<file path="config.mk">
export PLATFORM = sky130hd
export DESIGN_NAME = phase_memory_flat
export DESIGN_NICKNAME = d
export VERILOG_FILES = /design/src/hdl/synth_pkg.sv /design/src/hdl/phase_mem_if.sv /design/src/hdl/phase_memory.sv /design/src/flat_wrapper.sv
export SDC_FILE = /design/constraint.sdc
export NUM_CORES = 1
export LEC_CHECK = 0
export BUFFER_PORTS_ARGS = -buffer_cell sky130_fd_sc_hd__buf_2
export CAP_MARGIN = 0
export CORE_MARGIN = 2
export CORE_UTILIZATION = 40
export CTS_BUF_LIST = sky130_fd_sc_hd__clkbuf_4 sky130_fd_sc_hd__clkbuf_8
export DETAILED_ROUTE_END_ITERATION = 10
export PLACE_DENSITY = 0.7
export SKIP_LAST_GASP = 1
export SYNTH_ARGS = -nofsm -noshare
export SYNTH_HDL_FRONTEND = slang
export SYNTH_SLANG_ARGS = --single-unit
</file>
<file path="constraint.sdc">
create_clock -name adc_data_received -period 1.9 [get_ports adc_data_received]
set_input_delay 0.095 -clock adc_data_received [delete_from_list [all_inputs] [get_ports adc_data_received]]
set_output_delay 0.095 -clock adc_data_received [all_outputs]
set_load 0.005 [all_outputs]
</file>
<file path="src/hdl/synth_pkg.sv">
`default_nettype none

package synth_pkg;

	// DAC command byte, write and update channel A
	localparam logic [7:0] DAC_CMD_CHANNEL_A = 8'h31;

	// Frequency word, stored phase and DAC code share one width
	localparam int SAMPLE_WIDTH = 16;

	// Command byte plus DAC code
	localparam int DAC_FRAME_WIDTH = 24;

	// Harmonic sequencer states
	typedef enum logic [2:0] {
		// Waiting for the first sample period after reset
		IDLE,
		// Phase memory read in flight
		READ_PHASE,
		// Add h times the frequency to the stored phase
		ADVANCE,
		// Subtract the sample rate until the phase is in range
		WRAP,
		// Sine table read in flight
		LOOKUP,
		// Add the sine value to the running sum
		ACCUMULATE,
		// Loop done, hold until the period ends
		WAIT_PERIOD
	} seq_state_t;

endpackage

`default_nettype wire
</file>
<file path="src/hdl/phase_mem_if.sv">
`timescale 1ns/100ps
`default_nettype none

interface phase_mem_if #(
	parameter int ADDR_WIDTH = 2
);

	// One address per harmonic
	logic [ADDR_WIDTH-1:0] addr;
	logic write;
	logic [synth_pkg::SAMPLE_WIDTH-1:0] write_data;
	// Valid one cycle after addr
	logic [synth_pkg::SAMPLE_WIDTH-1:0] read_data;

	// Sequencer side
	modport controller (
		output addr,
		output write,
		output write_data,
		input read_data
	);

	// RAM side
	modport memory (
		input addr,
		input write,
		input write_data,
		output read_data
	);

endinterface

`default_nettype wire

</file>
<file path="src/hdl/phase_memory.sv">
`timescale 1ns/100ps
`default_nettype none

module phase_memory #(
	parameter int HARMONIC_SHIFT = 2
) (
	input logic adc_data_received,
	phase_mem_if.memory mem
);

	localparam int HARMONICS = 2 ** HARMONIC_SHIFT;

	// One running phase per harmonic, all start at zero
	logic [synth_pkg::SAMPLE_WIDTH-1:0] phases [HARMONICS] = '{default: '0};

	// Single port, read returns the old word on a write
	always_ff @(posedge adc_data_received) begin
		if (mem.write) begin
			phases[mem.addr] <= mem.write_data;
		end
		mem.read_data <= phases[mem.addr];
	end

endmodule

`default_nettype wire

</file>
<file path="src/flat_wrapper.sv">
// flat-port wrapper written by rule: the top's interface ports become plain ports
module phase_memory_flat 
#(
	parameter int HARMONIC_SHIFT = 2
)
  (adc_data_received, mem_addr, mem_write, mem_write_data, mem_read_data);
  phase_mem_if mem_i ();
  input logic adc_data_received;
  input wire logic [$bits(mem_i.addr)-1:0] mem_addr;
  input wire logic [$bits(mem_i.write)-1:0] mem_write;
  input wire logic [$bits(mem_i.write_data)-1:0] mem_write_data;
  output wire logic [$bits(mem_i.read_data)-1:0] mem_read_data;
  assign mem_i.addr = mem_addr;
  assign mem_i.write = mem_write;
  assign mem_i.write_data = mem_write_data;
  assign mem_read_data = mem_i.read_data;
  phase_memory #(.HARMONIC_SHIFT(HARMONIC_SHIFT)) u_core (.adc_data_received(adc_data_received), .mem(mem_i));
endmodule
</file>
# --- After elaboration in Yosys (flattened, before gate mapping) ---
# Memories as Yosys holds them, arrays and structs flattened. A register that Yosys moved wholly into a read port is not among the register bits.
# Index checks and enable logic that the tools add are counted.
word_totals:
  word_cells: 3
  register_bits: 0
  n_memories: 1
  ram_bits: 64
mem_list:
  columns: ["memory", "words", "word_bits", "read_ports", "rd_ports_with_merged_regs", "write_ports", "line", "text"]
  rows:
  - ["u_core.phases", 4, 16, 1, 1, 1, "phase_memory.sv:14", "logic [synth_pkg::SAMPLE_WIDTH-1:0] phases [HARMONICS] = '{default: '0};"]
classes:
  muxes: 2
ops:
  columns: ["operator", "count"]
  rows:
  - ["2-to-1 mux 1 bit", 2]

# --- Longest topological paths before layout ---
depth:
  depth_word: 2
  ltp_mapped: 2
  ltp_nobuf: 1

# --- Worst setup path after synthesis ---
# Ideal clock, no wire load.
synth_path:
  kind: "input to register"
  start: "input port mem_addr[1]"
  end: "memory u_core.phases[0][0] in the netlist's numbering, enable pin"
  t_arrival_ns: 1.509
  required_ns: 1.487
  path_stages: 2
  setup_ns: 0.413
  slack_ns: -0.021
  cell_sequence: "buf_2 nor3b_1"
synth_rtl:
  columns: ["item", "line", "text"]
  rows:
  - ["start, declared", "flat_wrapper.sv:9", "input wire logic [$bits(mem_i.addr)-1:0] mem_addr;"]
  - ["end, declared", "phase_memory.sv:14", null]
# No word-level cell before the write port.

# --- Worst setup path in the final report ---
layout_path:
  start: "input port mem_addr[0]"
  end: "memory u_core.phases[3][0] in the netlist's numbering, enable pin"
# No word-level cell before the write port.

==> metrics.md <==
| Metric | Value |
|---|---|
| Period utilisation layout | 54.4% |
| Ys Warns | 0 |
| Drt wl/cell | 16.3 um |
| DRC violations left | 0 |
| Fmax | 0.968 GHz |
| Fillcell total | 511 |
| Minimum clock period | 1.03 ns |
| Area Growth Syn to Fin | 25.7% |
| Status | completed |
| WS Path Type | in -> reg |
| Endpoint class of the critical path | flop |
| Clk sinks | 80 |
| Max H-tree Level | 3 |
| Iteration-0 DRC Markers | between 100 and 150 |
| Final HPWL DP | 2.62 mm |
| CP Launch Type | input pin |
| WL final | ~4.1 mm |
| Total GRT Usage | 12.7% |
| DRT Pass-1 Iters | 4 |
| Clock Latency Late Sink | 0.34 ns |
| Largest net degree at the start of global routing | 21 |
| Layout cells sized above 1 | 43.4% |
| Remaining global-route overflow | 0 |
| Via count | 1216 |
| Synthesis-stage register bit count | 80 |
| Height of the die | 85.6 um |
| Clock slew at reported path FFs | ~0.080 ns |
| Longest Clk Path Bufs | 2 |
| Rows | 29 |
| Crit path cell chain | buf_2 -> and3_1 -> buf_4 |
| Gpl congestion | 0.685 |
| Number of hold violations in the final report | 0 |
| Post-CTS setup repair buffer count | 0 |
| TritonCTS Buffers | 9 |
| Area occupied by multi-input gates | 397 sq um |
| CTS tree | done |
| RSZ-0062 raised after global routing | false |
| Final ANT Viol Nets | 0 |
| Total Die Area | about 7300 sq um |
| NumNets Final | 190 |
| Setup TNS | 0 ns |
| First-pass GRT wire length | around 6.6 mm |
| Maximum vdd drop | 0.000833 V |
| Class of the tightest hold or removal check | in -> reg |
| Syn_nets | 124 |
| CP max-delay cell | buf_2 |
| Count of cell types in the netlist | 8 |
| Post-Syn Instances | 104 |
| Max transition margin | 58.7% |
| Initial antenna violation count | 0 |
| Number of max-cap violations | 0 |
| Final setup viols | 0 |
| Vias in the first global route | 1304 |
| Sequential area share after synthesis | 84.1% |
| Pins Over Slew Limit | 0 |
| Core Util, Final | 52.5% |
| Slew @ Worst Pin | 0.620 ns |
| Vias per inst | approximately 4.8 |
| Required @ worst endpoint | 1.95 ns |
| Width of the die | 85.6 um |
| Seq. cell area | approximately 2200 sq um |
| Clock Root Buffer | clkbuf_8 |
| Starting density of the core | between 40% and 50% |
| Synthesized area per cell | 25.6 sq um |
| Power per cell area | 1060 nW/um^2 |
| Synth Cell Area | 2670 sq um |
| Crit-path max FO | 20 |
| Buffers on Ports | 35 |
| Clock skew | 0.00821 ns |
| Core Region | 6390 sq um |
| Crit path DAT | 1.08 ns |
| LEAKAGE | 1.21 nW |
| Slowest stage delay, CP | 0.49 ns |
| # diodes | 0 |
| I/O pin count | 36 |
metrics by stage:
stage          area, sq um  total power [mW]  setup slack (ns)  std cells  hold WS, ns
5_1_grt               3350              3.71             0.758        252        0.313
6_report              3350              3.56             0.867        252        0.311
3_5_place_dp          2970              2.25             0.479        220        0.311
4_1_cts               3350              3.60             0.848        252        0.305
2_1_floorplan         2670              2.15             0.543        104        0.194
3_3_place_gp          2970              2.23             0.503        220        0.307
final timing paths:
path / start / to / slack [ns] / cells after the start
worst max register to register: u_core.phases[3][6]$_DFFE_PP_ / u_core.mem.read_data[6]$_DFF_P_ / 0.92 / 1
worst max-delay path: mem_addr[0] / u_core.phases[3][0]$_DFFE_PP_ / 0.87 / 3
worst min register to register: u_core.phases[0][7]$_DFFE_PP_ / u_core.mem.read_data[7]$_DFF_P_ / 0.55 / 1
worst min-delay path: mem_addr[1] / u_core.mem.read_data[15]$_DFF_P_ / 0.31 / 2
cells in the final DEF, fill, tap and decap left out:
cell | synthesis | layout
clkinvlp_4 | 0 | 1
dfxtp_1 | 16 | 16
mux4_2 | 16 | 16
dlygate4sd3_1 | 0 | 16
buf_4 | 0 | 8
and3_1 | 1 | 1
clkinv_2 | 0 | 3
bufinv_16 | 0 | 2
edfxtp_1 | 64 | 64
nor3b_2 | 0 | 1
and3b_1 | 2 | 2
buf_2 | 2 | 35
clkbuf_8 | 0 | 10
cells in the mapped netlist:
library cell	instances	share of area [%]
and3_1	1	0.23
mux4_2	16	14
buf_2	2	0.38
and3b_1	2	0.66
nor3b_1	1	0.28
dfxtp_1	16	12
edfxtp_1	64	72
buf_6	2	0.84
sequential cells by signal (all words and copies together) (netlist names):
signal	cells
u_core.mem.read_data	16
u_core.phases	64
final cells by class:
type	count	area share, %
sequential	80	66.9
multi-input combinational	20	11.8
timing repair buffer	59	11.8
clock buffer	10	4.11
tap	77	2.88
clock inverter	6	2.46
power by group:
part	total (mW)	switching [mW]	internal [mW]
Combinational	0.207	0.0905	0.117
Sequential	2.02	0.0227	2.00
Clock	1.34	0.569	0.768
Total	3.56	0.682	2.88
repair_timing:
item / in CTS / in global routing
endpoints found under the hold margin: 64 / 0
hold buffers: 16 / 0
resized for setup: 0 / 0
endpoints found under the setup margin: 0 / 0
cell families (layout without fill, tap and decap cells):
kind of cell,count (synthesis),after routing,share of synthesized area (%)
AND/OR/NAND/NOR,4,4,1.17
buffers and inverters,4,75,1.22
multiplexers,16,16,13.5
flip-flops,80,80,84.1
worst max-delay path: cells and delay by family:
family | cells | cell delay (ns)
buffers and inverters | 2 | 0.69
AND/OR/NAND/NOR | 1 | 0.29
layer usage:
layer / vias up / track usage [%] / share of wire [%] / wire [um]
li1: 559 / - / - / -
met3: 6 / 4.81 / 5.9 / 242
met1: 616 / 15.5 / 44 / 1790
met4: 0 / 6.49 / 1.7 / 68
met2: 35 / 20.0 / 49 / 2010
met5: - / 0 / 0 / 0
Note: power is estimated with default switching activity, not from simulation.
