File: src/hdl/synth_pkg.sv
`default_nettype none

package synth_pkg;

	// DAC command byte, write and update channel A
	localparam logic [7:0] DAC_CMD_CHANNEL_A = 8'h31;

	// Frequency word, stored phase and DAC code share one width
	localparam int SAMPLE_WIDTH = 16;

	// Command byte plus DAC code
	localparam int DAC_FRAME_WIDTH = 24;

	// Harmonic sequencer states
	typedef enum logic [2:0] {
		// Waiting for the first sample period after reset
		IDLE,
		// Phase memory read in flight
		READ_PHASE,
		// Add h times the frequency to the stored phase
		ADVANCE,
		// Subtract the sample rate until the phase is in range
		WRAP,
		// Sine table read in flight
		LOOKUP,
		// Add the sine value to the running sum
		ACCUMULATE,
		// Loop done, hold until the period ends
		WAIT_PERIOD
	} seq_state_t;

endpackage

`default_nettype wire
File: src/hdl/dac_spi_transmitter.sv
`timescale 1ns/100ps
`default_nettype none

module dac_spi_transmitter (
	input logic adc_data_received,
	input logic reset,
	input logic [synth_pkg::DAC_FRAME_WIDTH-1:0] dac_word,
	input logic dac_send,
	output logic dac_spi_cs,
	output logic dac_spi_clock,
	output logic dac_spi_data
);

	localparam int COUNT_WIDTH = $clog2(synth_pkg::DAC_FRAME_WIDTH + 1);
	localparam logic [COUNT_WIDTH-1:0] LAST_BIT = COUNT_WIDTH'(synth_pkg::DAC_FRAME_WIDTH);

	// Zeros shift in behind the word, data idles low
	logic [synth_pkg::DAC_FRAME_WIDTH-1:0] shift_reg;
	// Bits fully clocked out so far
	logic [COUNT_WIDTH-1:0] bit_count;

	// MSB first
	assign dac_spi_data = shift_reg[synth_pkg::DAC_FRAME_WIDTH-1];

	always_ff @(posedge adc_data_received or posedge reset) begin
		if (reset) begin
			dac_spi_cs <= 1'b1;
			dac_spi_clock <= 1'b0;
			shift_reg <= '0;
			bit_count <= '0;
		end else if (dac_spi_cs) begin
			// Idle, wait for a frame
			if (dac_send) begin
				dac_spi_cs <= 1'b0;
				shift_reg <= dac_word;
				bit_count <= '0;
			end
		end else if (bit_count == LAST_BIT) begin
			// One cycle after the last falling edge
			dac_spi_cs <= 1'b1;
		end else if (!dac_spi_clock) begin
			// DAC samples on this rising edge
			dac_spi_clock <= 1'b1;
		end else begin
			// Falling edge, present the next bit
			dac_spi_clock <= 1'b0;
			shift_reg <= {shift_reg[synth_pkg::DAC_FRAME_WIDTH-2:0], 1'b0};
			bit_count <= bit_count + 1'b1;
		end
	end

	// Sample interval must exceed one frame
	assert property (@(posedge adc_data_received) disable iff (reset)
		dac_send |-> dac_spi_cs);

endmodule

`default_nettype wire

File: config.mk
export PLATFORM = sky130hd
export DESIGN_NAME = dac_spi_transmitter
export DESIGN_NICKNAME = d
export VERILOG_FILES = /design/src/hdl/synth_pkg.sv /design/src/hdl/dac_spi_transmitter.sv
export SDC_FILE = /design/constraint.sdc
export NUM_CORES = 1
export LEC_CHECK = 0
export ABC_AREA = 1
export BUFFER_PORTS_ARGS = -buffer_cell sky130_fd_sc_hd__buf_2
export CORE_ASPECT_RATIO = 2
export CORE_MARGIN = 5
export CORE_UTILIZATION = 30
export CTS_CLUSTER_DIAMETER = 150
export DETAILED_ROUTE_END_ITERATION = 8
export GPL_TIMING_DRIVEN = 0
export HOLD_SLACK_MARGIN = 0.08
export PLACE_DENSITY_LB_ADDON = 0.3
export SYNTH_ARGS = -nofsm -noshare
export SYNTH_HDL_FRONTEND = slang
export SYNTH_SLANG_ARGS = --single-unit
export TNS_END_PERCENT = 30
File: constraint.sdc
create_clock -name adc_data_received -period 1.2 [get_ports adc_data_received]
set_input_delay 0.06 -clock adc_data_received [delete_from_list [all_inputs] [get_ports adc_data_received]]
set_output_delay 0.06 -clock adc_data_received [all_outputs]
set_load 0.1 [all_outputs]
; ---- After elaboration in Yosys (flattened, before gate mapping)
; Index checks and enable logic that the tools add are counted.
[word_totals]
regBits = 31
in_bits = 27
out_inout_bits = 3
word_cells = 25
[classes]
n_addsub = 1
eq_ne = 3
muxes = 12
n_bitwise = 2
reduce_logical = 3
[op_table]
columns = operator, count
row1 = 24-bit two-way mux, 4
row2 = 5-bit two-way mux, 4
row3 = 5-bit by 1-bit adder with 5-bit output (second input constant), 1
row4 = 5-bit == test (second input constant), 1
row5 = 1-bit two-way mux, 4
row6 = 2-bit inequality test (second input constant), 2
row7 = 3-bit AND reduction, 1
row8 = 1-bit inverter, 2
row9 = 2-bit AND reduction, 1
row10 = 2-bit nonzero test, 1

; ---- Longest topological paths before layout
[depth]
word_depth = 4
depth_mapped = 10
ltp_nobuf = 9

; ---- Least setup slack after synthesis
; No wires, ideal clock.
[synth_path]
path_type = register to register
start = register dac_spi_cs
end = register bit_count[2]
setup_time_ns = 0.117
arrival_ns = 1.624
required_ns = 1.083
path_slack_ns = -0.541
path_stages_with_launch = 8
n_path_buf = 2
synth_period_minus_slack_ns = 1.741
cell_sequence = dfstp_2 -> buf_2 -> inv_2 -> nand3_4 -> nand2_4 -> buf_6 -> nand2_1 -> nand2_1
[synth_between]
elab_chain_len = 2
word_cells_on_any_way = 5
classes_between = eq/ne (2) / mux (1) / reduce/logical (2)
[synth_lines]
columns = item, line
row1 = from (decl), dac_spi_transmitter.sv:9  ; output logic dac_spi_cs,
row2 = from (signal assigned), dac_spi_transmitter.sv:27  ; dac_spi_cs <= 1'b1;
row3 = from (signal assigned), dac_spi_transmitter.sv:34  ; dac_spi_cs <= 1'b0;
row4 = from (signal assigned), dac_spi_transmitter.sv:40  ; dac_spi_cs <= 1'b1;
row5 = 2-bit inequality test (no line) / 2-bit nonzero test (equally long branches), n/a
row6 = 3-bit AND reduction (no line), n/a
row7 = to (signal assigned), dac_spi_transmitter.sv:48  ; bit_count <= bit_count + 1'b1;
row8 = to (decl), dac_spi_transmitter.sv:20  ; logic [COUNT_WIDTH-1:0] bit_count;
; Parallel ways exist; a longest one is shown, timed or not.
; A chain may end at the register's enable or synchronous reset.

; ---- Worst setup path after layout
[layout_path]
start = register dac_spi_cs
end = register shift_reg[21] in the netlist's numbering
[layout_between]
elab_chain_len = 2
word_cells_on_any_way = 5
classes_between = eq/ne (2) / mux (1) / reduce/logical (2)
[layout_lines]
columns = item, line
row1 = 2-bit inequality test (no line) / 2-bit nonzero test (equally long branches), n/a
row2 = 3-bit AND reduction (no line), n/a
row3 = to (signal assigned), dac_spi_transmitter.sv:35  ; shift_reg <= dac_word;
row4 = to (signal assigned), dac_spi_transmitter.sv:47  ; shift_reg <= {shift_reg[synth_pkg::DAC_FRAME_WIDTH-2:0], 1'b0};
row5 = to (decl), dac_spi_transmitter.sv:18  ; logic [synth_pkg::DAC_FRAME_WIDTH-1:0] shift_reg;
; Parallel ways exist; a longest one is shown, timed or not.

==> reports/results.ini <==
[status]
status=finished with violations
violations=negative setup slack

[drt]
ant_nets=0
wire_per_inst_um=12.44
routed_wl_um=4452
dr.pass1.iters=4
drc=0
vias=1654
dr.first_iter.drc_count=71
vias_per_cell=4.620

[hold_path]
worst_hold_path.endpoint=shift_reg[5]$_DFFE_PP0P_
hold_class=primary input to flop
worstHoldStart=dac_word[5]
min_path_cells=5

[synth]
synth.avg_cell_area_um2=7.192
syn_nets=259
ys_seq_elements=31
seq_area_frac_synth=0.4697
synth_area_leaders=dfrtp_1 (45%), nand2_1 (30%), nand3_1 (9.4%)
yosysTopAreaCell=dfrtp_1
synth_cells=230
yosysWarnings=0
synth_cell_types=19
synth_top_area_frac=0.4539
syn_area_um2=1654

[worst_setup_path]
critPathRequiredTime_ns=1.38
path_max_fanout=6
reg2reg_depth=7
cp-end-kind=flop
reg2reg_setup_slack_ns=-0.21
cp.arrival_ns=1.59
r2r_end=shift_reg[21]$_DFFE_PP0P_
startpoint_type=flop
crit_type=flop to flop
reg2reg_from=dac_spi_cs$_DFF_PP1_

[clock_network]
cts_root_buf=clkbuf_8
cts_made_buffers=5
clock_sinks=31
clockBufferDepth=2
insertion_delay_ns=0.28
htree_levels=2
clk_pin_slew_ns=0.07
cts_tree=built

[layout]
postLayoutCoreUtil=0.4672
area_growth_pct=53.10
antenna_cells=0
final_layout_size_suffix_gt1_frac=0.3523
largest_reg_flops=24
nets=326

[timing]
finalCritPeriodShare=1.173
tns_ns=-5.321
clock_skew_ns=0.006725
fmax_mhz=710.7
rsz0062_at_grt=yes
layout_setup_ws_ns=-0.2070
hold_viol=0
slew_headroom=0.6761
drv_slew=0
finalSetupViolations=32
period_needed_ns=1.407
worst_slew_pin_slew_ns=0.4891

[flow_run]
drv_cap=0

[placement]
port_buffers=29
place.gp.congestion=0.8194
hpwlAfterDp_um=2822

[global_routing]
grt_util_all_layers=0.1337
grt_pass1_vias=1757
grt_overflow_total=0
grt_pass1_wl_um=7596
grt_max_degree=32
grt_antenna_before_repair=0

[die]
die-area_um2=7189
die-height_um=115.0
core_um2=5420
io_pins=30
start_util=0.3052
rows=38
die_w_um=62.51

[power]
ir_worst_vdd_v=0.0009747
p_leak_nw=1.389
power_density_nw_per_um2=2143

[how the worst max path moves through the flow]
stage	end	startpoint	slack (ns)	cells after the start
6_report	shift_reg[21]$_DFFE_PP0P_	dac_spi_cs$_DFF_PP1_	-0.21	7
5_1_grt	shift_reg[21]$_DFFE_PP0P_	dac_spi_cs$_DFF_PP1_	-0.26	7
4_1_cts	shift_reg[19]$_DFFE_PP0P_	dac_spi_cs$_DFF_PP1_	-0.16	7
3_5_place_dp	shift_reg[18]$_DFFE_PP0P_	bit_count[0]$_DFFE_PP0P_	-0.25	10
3_3_place_gp	shift_reg[18]$_DFFE_PP0P_	bit_count[0]$_DFFE_PP0P_	-0.23	10
2_1_floorplan	bit_count[2]$_DFFE_PP0P_	dac_spi_cs$_DFF_PP1_	-0.30	7
[logic make-up after synthesis]
logic type | share of synthesized area
XOR/XNOR | 0.01059
AND/OR/NAND/NOR | 0.4297
adder cells (fa/ha/maj) | 0.01513
buffers and inverters | 0.06732
AO/OA/AOI/OAI | 0.007563
flip-flops | 0.4697
[routing by layer]
metal	track usage	wire length [um]	share of wire	up-vias
met5	0	0	0	-
met3	0.02737	119	0.027	8
met4	0.08640	133	0.030	0
met1	0.1261	1646	0.37	781
met2	0.2542	2553	0.57	22
li1	-	-	-	843
[stage by stage]
step / std cells / area (um2) / setup slack (ns) / total power, mW / hold slack, ns
floorplan: 230 / 1674 / -0.3010 / 3.112 / 0.1627
global placement: 319 / 1894 / -0.2301 / 3.535 / 0.3539
detailed placement: 319 / 1894 / -0.2459 / 3.557 / 0.3596
CTS: 353 / 2357 / -0.1621 / 5.080 / 0.08069
global route: 358 / 2532 / -0.2587 / 5.836 / 0.1081
finish: 358 / 2532 / -0.2070 / 5.427 / 0.08538
[what timing repair did]
item,in CTS,in global routing
endpoints found under the setup margin,33,33
hold endpoints to repair,16,7
cloned,2,1
pin swaps,2,4
buffers inserted,9,2
hold buffers,16,1
resized for setup,23,34
[Yosys cell counts]
cell type  number
inv_1           6
dfstp_2         1
nand2_2         1
dfrtp_1        30
nand3_1        31
inv_2           2
nand2_1       132
a21boi_0        1
nand3_4         1
a21oi_1         1
nor2_1          5
buf_1           1
buf_4           2
ha_1            2
nand2_4         1
nor2_2          1
xnor2_1         2
buf_6           2
buf_2           8
[power by group]
part	leakage [nW]	internal [mW]	switching, mW
Clock	0.0515	0.523	0.396
Combinational	0.933	1.29	1.62
Sequential	0.405	1.39	0.210
[layout make-up]
type,count,area [um2]
well taps,60,75.07
flip-flops and latches,31,782.0
plain buffers,12,120.1
fillers,559,2888
multi-input cells,178,874.6
repair buffers,61,540.5
inverters,8,40.04
clock buffers,8,100.1
[critical path: stages, from the launching register on]
cell,delay (ns)
dfstp_4,0.62
buf_8,0.12
inv_8,0.04
nand3_4,0.12
nand2_8,0.10
clkbuf_16,0.18
nand2_2,0.06
nand2_2,0.04
[cells in the final DEF (no fill, tap or decap)]
cell type      instances
a21boi_1               1
a21oi_1                1
buf_12                 2
buf_16                 2
buf_2                 30
buf_4                 12
buf_6                  4
buf_8                  3
bufbuf_16              1
clkbuf_1               1
clkbuf_16              1
clkbuf_4               1
clkbuf_8               7
dfrtp_1               29
dfrtp_2                1
dfstp_4                1
dlygate4sd3_1         17
ha_1                   1
ha_4                   1
inv_1                  4
inv_2                  2
inv_4                  1
inv_8                  1
nand2_1              101
nand2_2               30
nand2_4                2
nand2_8                1
nand3_1               31
nand3_4                1
nor2_1                 5
nor2_2                 1
xnor2_1                2
Note: power is estimated with default switching activity, not from simulation.
