$ cat config.mk
export PLATFORM = sky130hd
export DESIGN_NAME = adc_spi_receiver
export DESIGN_NICKNAME = d
export VERILOG_FILES = /design/src/hdl/synth_pkg.sv /design/src/hdl/adc_spi_receiver.sv
export SDC_FILE = /design/constraint.sdc
export NUM_CORES = 1
export LEC_CHECK = 0
export ABC_AREA = 1
export BUFFER_PORTS_ARGS = -buffer_cell sky130_fd_sc_hd__buf_2
export CORE_ASPECT_RATIO = 0.8
export CORE_MARGIN = 1
export CORE_UTILIZATION = 30
export CTS_BUF_LIST = sky130_fd_sc_hd__clkbuf_4 sky130_fd_sc_hd__clkbuf_8
export DETAILED_ROUTE_END_ITERATION = 12
export SLEW_MARGIN = 20
export SYNTH_ARGS = -nofsm -noshare
export SYNTH_HDL_FRONTEND = slang
export SYNTH_SLANG_ARGS = --single-unit
$ cat constraint.sdc
create_clock -name adc_data_received -period 4.35 [get_ports adc_data_received]
set_input_delay 0.87 -clock adc_data_received [delete_from_list [all_inputs] [get_ports adc_data_received]]
set_output_delay 0.87 -clock adc_data_received [all_outputs]
set_load 0.02 [all_outputs]
$ cat src/hdl/synth_pkg.sv
`default_nettype none

package synth_pkg;

	// DAC command byte, write and update channel A
	localparam logic [7:0] DAC_CMD_CHANNEL_A = 8'h31;

	// Frequency word, stored phase and DAC code share one width
	localparam int SAMPLE_WIDTH = 16;

	// Command byte plus DAC code
	localparam int DAC_FRAME_WIDTH = 24;

	// Harmonic sequencer states
	typedef enum logic [2:0] {
		// Waiting for the first sample period after reset
		IDLE,
		// Phase memory read in flight
		READ_PHASE,
		// Add h times the frequency to the stored phase
		ADVANCE,
		// Subtract the sample rate until the phase is in range
		WRAP,
		// Sine table read in flight
		LOOKUP,
		// Add the sine value to the running sum
		ACCUMULATE,
		// Loop done, hold until the period ends
		WAIT_PERIOD
	} seq_state_t;

endpackage

`default_nettype wire
$ cat src/hdl/adc_spi_receiver.sv
`timescale 1ns/100ps
`default_nettype none

module adc_spi_receiver #(
	parameter int DEFAULT_FREQUENCY = 1000
) (
	input logic adc_data_received,
	input logic reset,
	input logic adc_spi_nss,
	input logic adc_spi_clock,
	input logic adc_spi_data,
	output logic [synth_pkg::SAMPLE_WIDTH-1:0] frequency,
	output logic frequency_valid
);

	localparam int COUNT_WIDTH = $clog2(synth_pkg::SAMPLE_WIDTH) + 1;

	// Two stage synchronizers, data delayed alongside to stay aligned
	logic [1:0] nss_sync;
	logic [1:0] sclk_sync;
	logic [1:0] data_sync;
	logic nss_prev;
	logic sclk_prev;
	logic nss_rise;
	logic nss_fall;
	logic sclk_rise;
	logic [synth_pkg::SAMPLE_WIDTH-1:0] shift_reg;
	logic [COUNT_WIDTH-1:0] bit_count;

	assign nss_rise = nss_sync[1] & ~nss_prev;
	assign nss_fall = ~nss_sync[1] & nss_prev;
	// Only clock edges inside a selected frame count
	assign sclk_rise = sclk_sync[1] & ~sclk_prev & ~nss_sync[1];

	always_ff @(posedge adc_data_received or posedge reset) begin
		if (reset) begin
			// Bus idles with nss high
			nss_sync <= 2'b11;
			nss_prev <= 1'b1;
			sclk_sync <= 2'b00;
			sclk_prev <= 1'b0;
			bit_count <= '0;
			frequency <= synth_pkg::SAMPLE_WIDTH'(DEFAULT_FREQUENCY);
			frequency_valid <= 1'b0;
		end else begin
			nss_sync <= {nss_sync[0], adc_spi_nss};
			sclk_sync <= {sclk_sync[0], adc_spi_clock};
			nss_prev <= nss_sync[1];
			sclk_prev <= sclk_sync[1];
			frequency_valid <= 1'b0;

			// New frame starts the count over
			if (nss_fall) begin
				bit_count <= '0;
			end else if (sclk_rise && bit_count != '1) begin
				// Saturate so long frames never alias to 16
				bit_count <= bit_count + 1'b1;
			end

			// Publish complete 16 bit words only
			if (nss_rise && bit_count == COUNT_WIDTH'(synth_pkg::SAMPLE_WIDTH)) begin
				frequency <= shift_reg;
				frequency_valid <= 1'b1;
			end
		end
	end

	// MSB first shift
	always_ff @(posedge adc_data_received) begin
		data_sync <= {data_sync[0], adc_spi_data};
		if (sclk_rise) begin
			shift_reg <= {shift_reg[synth_pkg::SAMPLE_WIDTH-2:0], data_sync[1]};
		end
	end

	// A frame end yields at most one strobe
	assert property (@(posedge adc_data_received) disable iff (reset)
		frequency_valid |=> !frequency_valid);

endmodule

`default_nettype wire

# == After elaboration in Yosys (flattened, before gate mapping) ==
# Cells that the tools add are included.
# word_totals
ff_bits,46
input_bits,5
output_inout_bits,17
# classes
eq_ne,2
bitwise,7
reduce_logical,3
n_mux,3
add_sub_neg,1
# op_table
op,n
$mux W5,2
$add A5 B1 Y5 const B,1
$eq A5 B5 Y1 const B,1
$ne A5 B5 Y1 const B,1
$and A1 B1 Y1,4
$not A1 Y1,3
$logic_and A1 B1 Y1,2
$reduce_bool A2 Y1,1
$mux W1,1

# == Depth between registers and ports, before layout ==
# Gate-level depths: netlist of the first run.
# depth
word_depth,6
mapped_depth,8

# == Worst setup path before layout of the first run ==
# OpenSTA, ideal clock, no wires.
# synth_path
kind,register to output
from,reg frequency[3] (netlist bit)
to,out frequency[3] (netlist bit)
arrival_time_ps,563
path_slack_ps,2917
path_buffers,0
path_stages_with_launch,1
cell_sequence,dfstp_2
# synth_rtl
element,line_no,rtl
start: declaration,adc_spi_receiver.sv:12,"output logic [synth_pkg::SAMPLE_WIDTH-1:0] frequency,"
start signal: assignment,adc_spi_receiver.sv:43,frequency <= synth_pkg::SAMPLE_WIDTH'(DEFAULT_FREQUENCY);
start signal: assignment,adc_spi_receiver.sv:62,frequency <= shift_reg;
# No word-level cell between the ends.

# == Worst setup path in the final report of the first run ==
# layout_path
from,reg frequency[3] (netlist bit)
to,out frequency[3] (netlist bit)
# No word-level cell between the ends.

==> flow_summary_export.csv, run 1 <==
group,metric,value,unit
logic_synthesis,synth_top_area_share,28.3,%
cts,postCtsSetupRepairBufs,0,
sta,worst_slew_pin_slew,0.658,ns
global_routing,grt_start_max_net_pins,29,
cts,clock-root-buffer,"clkbuf_8",
logic_synthesis,yosysWarnings,0,
sta,max_freq,539,MHz
detailed_routing,firstDrtPassIters,4,
critical_path,slowest_stage,"dfstp_2",
critical_path,r2r_end,"frequency[4]",
critical_path,critPathTopFamily,"flip-flops",
global_routing,first_global_vias,1033,
critical_path,cp_max_fo,2,
power_and_ir_drop,leakage,0.959,nW
critical_path,max_stage_delay,0.54,ns
cts,numClockSinks,46,
finish,mostFrequentLayoutCells,"42 x nand2_1, 28 x nand3_1, 21 x buf_2",
logic_synthesis,synth_area_per_cell,12.1,um^2
critical_path,crit_type,"flip-flop to primary output",
finish,seq_area,1230,um^2
global_routing,overflow,0,
placement,place_ws,2.45,ns
logic_synthesis,ys_ff_latch,46,
job,cap_violations,0,
outcome,status,"finished, final reports clean",
die,die_w,86.1,um
worst_hold_path,hold_start,"data_sync[0]",
finish,fin_cells,243,
placement,place_congestion,0.722,
sta,hold_viol_final,0,
cts,cts_buffer_depth,2,
die,die_h,69.3,um
sta,rsz0062_at_grt,"no",
detailed_routing,viasPerCell,4.17,
finish,final_common_cell,"nand2_1",
sta,finalMaxSlewViolations,0,
sta,clock-skew-final,0.00528,ns
detailed_routing,drtIter0Drc,33,
worst_hold_path,hp-class,"flip-flop to flip-flop",
cts,holdBufCountCts,0,
finish,nets,172,
cts,insertion_delay,0.29,ns
sta,slew_headroom,56.1,%
die,start_util,31.1,%
placement,dp_hpwl,1740,um
critical_path,crit_path_end_kind,"primary output",
power_and_ir_drop,powerDensity,399,nW/um^2
cts,post_cts_resized,0,
sta,final.setup.tns,0,ns
critical_path,required,3.48,ns
placement,port_buffers,21,
critical_path,timing.critical_path.buf_inv,1,
detailed_routing,drc,0,
die,row_count,24,
logic_synthesis,seq_area_frac_synth,72.6,%
finish,diodes,0,
placement,placed_cells,235,
logic_synthesis,netlist_top_cells_area,"edfxtp_1 28%, dfrtp_1 28%, dfstp_2 14%",
finish,drive_gt1_share,25.5,%
cts,clk_pin_slew,0.08,ns
die,ioPinCount,22,
global_routing,grtUsageTotal,10.4,%
sta,setup_slack,2.49,ns
sta,period_minus_slack,1.86,ns
cts,cts_buffers,5,
finish,syn2layout_area_growth,16.7,%
cts,cts_tree,"built",
detailed_routing,dr_total_vias,1014,
die,die_area,5970,um^2
logic_synthesis,synth.distinct_cells,19,
power_and_ir_drop,p_total,0.791,mW
worst_hold_path,hold-path-endpoint,"data_sync[1]",
global_routing,grt_pass1_wl,4780,um
detailed_routing,wl_per_cell,10.9,um
critical_path,timing.rr.start,"bit_count[0]",
critical_path,worstPathArrival,0.99,ns
die,core_area,5470,um^2
power_and_ir_drop,peakVddDrop,204,uV
logic_synthesis,synth_fp_nets,148,
logic_synthesis,synth.largest_area_cell,"edfxtp_1",
detailed_routing,routed_wl,2640,um
sta,post-route-period-util,42.6,%
cts,cts.htree.levels,2,
critical_path,start_kind,"flip-flop",
critical_path,path_cells,"buf_2",
critical_path,rr_worst_depth,7,
finish,multi_input_area,403,um^2
logic_synthesis,synth_area,1700,um^2
detailed_routing,ant_nets,0,
sta,finalSetupViolCount,0,
critical_path,r2r_setup_slack,2.57,ns
logic_synthesis,syn_inst,140,
worst_hold_path,hold_depth,0,
finish,n_fill_cell,561,
global_routing,antenna_found_initial,0,
power by group:
| part | internal [mW] | leakage (nW) | switching, mW |
|---|---|---|---|
| Combinational | 0.00459 | 0.388 | 0.0145 |
| Sequential | 0.459 | 0.515 | 0.00610 |
| Clock | 0.176 | 0.0563 | 0.131 |
per-layer routing:
layer	vias to the layer above	share of wire (%)	GRT usage (%)
li1	506	-	-
met1	481	51	14.3
met2	22	44	15.5
met3	5	4.4	3.93
met4	0	0.95	2.78
met5	-	0	0
logic make-up (layout without fill, tap and decap cells):
family                   Yosys count  after routing  synth area share (%)
XOR/XNOR                           1              1                 0.516
adder cells (fa/ha/maj)            3              3                  2.21
buffers and inverters             13             38                  3.68
flip-flops                        46             46                  72.6
AND/OR/NAND/NOR                   77             77                  21.0
area by class of cell:
cell class / count / area share (%)
inverters: 9 / 1.70
repair buffers: 21 / 5.30
clock inverters: 2 / 1.70
flip-flops and latches: 46 / 62.2
well taps: 78 / 4.92
clock buffers: 6 / 3.85
multi-input cells: 81 / 20.3
worst max-delay path by stage:
stage	startpoint	to	cells after the start
2_1_floorplan	reset	bit_count[0]	1
3_3_place_gp	reset	frequency[2]	2
3_5_place_dp	reset	frequency[2]	2
4_1_cts	frequency[3]	frequency[3]	1
5_1_grt	bit_count[0]	frequency[14]	7
6_report	frequency[3]	frequency[3]	1
stage by stage:
stage               hold slack (ns)  util (%)  area [um^2]
finish                        0.327      36.3         1980
global route                  0.332      36.3         1980
CTS                           0.330      36.3         1980
floorplan                     0.310         -         1700
detailed placement            0.313      34.2         1870
global placement              0.313      34.2         1870
synth_stat cells (all sizes together):
cell	number
buf	3
clkbuf	1
dfrtp	19
dfstp	9
dfxtp	2
edfxtp	16
ha	3
inv	9
nand2	43
nand3	28
nand4	2
nor2	3
nor3	1
xor2	1
Power figures use the tool's default switching activity.
==> run 2, diff against run 1 <==
==> constraint.sdc (replaced) <==
create_clock -name adc_data_received -period 1.8 [get_ports adc_data_received]
set_input_delay 0.36 -clock adc_data_received [delete_from_list [all_inputs] [get_ports adc_data_received]]
set_output_delay 0.36 -clock adc_data_received [all_outputs]
set_load 0.02 [all_outputs]
==> flow_summary_export.csv, run 2 (synthesis gave the netlist of run 1 again) <==
group,metric,value,unit
critical_path,worstPathArrival,1.76,ns
placement,place_congestion,0.751,
detailed_routing,firstDrtPassIters,4,
cts,postCtsSetupRepairBufs,0,
critical_path,critPathTopFamily,"simple AND/OR/NAND/NOR gates",
critical_path,start_kind,"flip-flop",
job,cap_violations,0,
die,ioPinCount,22,
outcome,status,"finished, final reports clean",
sta,max_freq,638,MHz
global_routing,grt_pass1_wl,4920,um
power_and_ir_drop,leakage,0.988,nW
die,die_area,5970,um^2
placement,dp_hpwl,1860,um
sta,hold_viol_final,0,
sta,slew_headroom,75.3,%
sta,period_minus_slack,1.57,ns
global_routing,antenna_found_initial,0,
placement,placed_area,1910,um^2
critical_path,slowest_stage,"dfrtp_1",
worst_hold_path,hp-class,"input pin to asynchronous set/reset pin",
critical_path,path_cells,"ha_1, nand2_1, nor2_1, ha_1, inv_1, nand4_1, nand3_1, nand2_1",
cts,post_cts_resized,0,
finish,syn2layout_area_growth,19.2,%
finish,mostFrequentLayoutCells,"42 x nand2_1, 28 x nand3_1, 21 x buf_2",
die,die_w,86.1,um
detailed_routing,routed_wl,2800,um
detailed_routing,ant_nets,0,
detailed_routing,wl_per_cell,11.3,um
cts,cts_buffers,5,
power_and_ir_drop,powerDensity,963,nW/um^2
die,start_util,31.1,%
finish,drive_gt1_share,27.6,%
power_and_ir_drop,p_total,1.95,mW
cts,clock-root-buffer,"clkbuf_8",
sta,finalSetupViolCount,0,
cts,clk_pin_slew,0.08,ns
critical_path,max_stage_delay,0.42,ns
sta,rsz0062_at_grt,"no",
power_and_ir_drop,peakVddDrop,332,uV
critical_path,startpoint,"bit_count[0]",
critical_path,timing.rr.start,"bit_count[0]",
sta,post-route-period-util,87.0,%
cts,numClockSinks,46,
detailed_routing,drc,0,
global_routing,grt_start_max_net_pins,29,
finish,diodes,0,
detailed_routing,drtIter0Drc,65,
detailed_routing,viasPerCell,4.21,
placement,placed_cells,240,
finish,nets,177,
die,core_area,5470,um^2
finish,finalInstanceArea,2020,um^2
detailed_routing,dr_total_vias,1043,
critical_path,crit_path_end_kind,"flip-flop",
global_routing,overflow,0,
cts,holdBufCountCts,0,
sta,finalMaxSlewViolations,0,
global_routing,grtUsageTotal,11.1,%
placement,port_buffers,21,
finish,final_common_cell,"nand2_1",
critical_path,crit_type,"flip-flop to flip-flop",
sta,final.setup.tns,0,ns
die,die_h,69.3,um
critical_path,cp_max_fo,5,
cts,cts_buffer_depth,2,
cts,cts_tree,"built",
critical_path,required,1.99,ns
cts,insertion_delay,0.30,ns
sta,clock-skew-final,0.00869,ns
global_routing,first_global_vias,1036,
critical_path,timing.critical_path.buf_inv,1,
cts,cts.htree.levels,2,
sta,worst_slew_pin_slew,0.371,ns
die,row_count,24,
finish,fin_cells,248,
==> run 2: changes by cell type in the layout (fill, tap and decap cells not counted) <==
cell | before | now
inv_2 | 2 | 1
clkinv_1 | 1 | 0
inv_1 | 7 | 8
clkbuf_4 | 1 | 2
buf_4 | 0 | 5
==> run 2: metal layers <==
metal  vias to the layer above  GRT usage (%)  share of wire (%)
met5                         -              0                  0
met4                         0           6.11                2.6
met3                         8           3.93                4.2
met2                        23           15.3                 44
met1                       494           15.2                 49
li1                        518              -                  -
==> run 2: cell type report <==
| class | instances | area, um^2 |
|---|---|---|
| clock buffer | 7 | 83.8 |
| clock inverter | 1 | 30.0 |
| fill | 579 | 3440 |
| inverter | 9 | 33.8 |
| multi-input combinational | 81 | 403 |
| sequential | 46 | 1230 |
| tap | 78 | 97.6 |
| timing repair buffer | 26 | 143 |
==> run 2: worst paths after layout <==
kind,slack [ns],cells after the start,to
hold reg to reg,0.33,0,data_sync[1]
max in group asynchronous,1.37,3,frequency[9]
setup reg to reg,0.23,8,bit_count[0]
setup / recovery,0.23,8,bit_count[0]
hold / removal,0.11,3,bit_count[4]
min in group adc_data_received,0.15,1,nss_sync[0]
==> run 2: where the power goes <==
part / total (mW) / switching, mW / internal, mW
combinational: 0.0495 / 0.0355 / 0.0140
sequential: 1.12 / 0.0150 / 1.11
clock: 0.776 / 0.330 / 0.446
==> run 2: through the flow <==
step,hold slack (ns),utilization (%),worst slack [ns]
detailed placement,0.319,34.9,0.266
CTS,0.113,37.0,0.244
finish,0.113,37.0,0.234
global placement,0.312,34.9,0.322
floorplan,0.310,-,0.398
global route,0.137,37.0,0.122
==> run 2: worst reg2reg max path, cell delays in order (launching register included) <==
cell and delay (ns):
dfrtp_1 0.42, ha_1 0.24, nand2_1 0.07, nor2_1 0.04
ha_1 0.19, inv_1 0.06, nand4_1 0.23, nand3_1 0.15
nand2_1 0.06
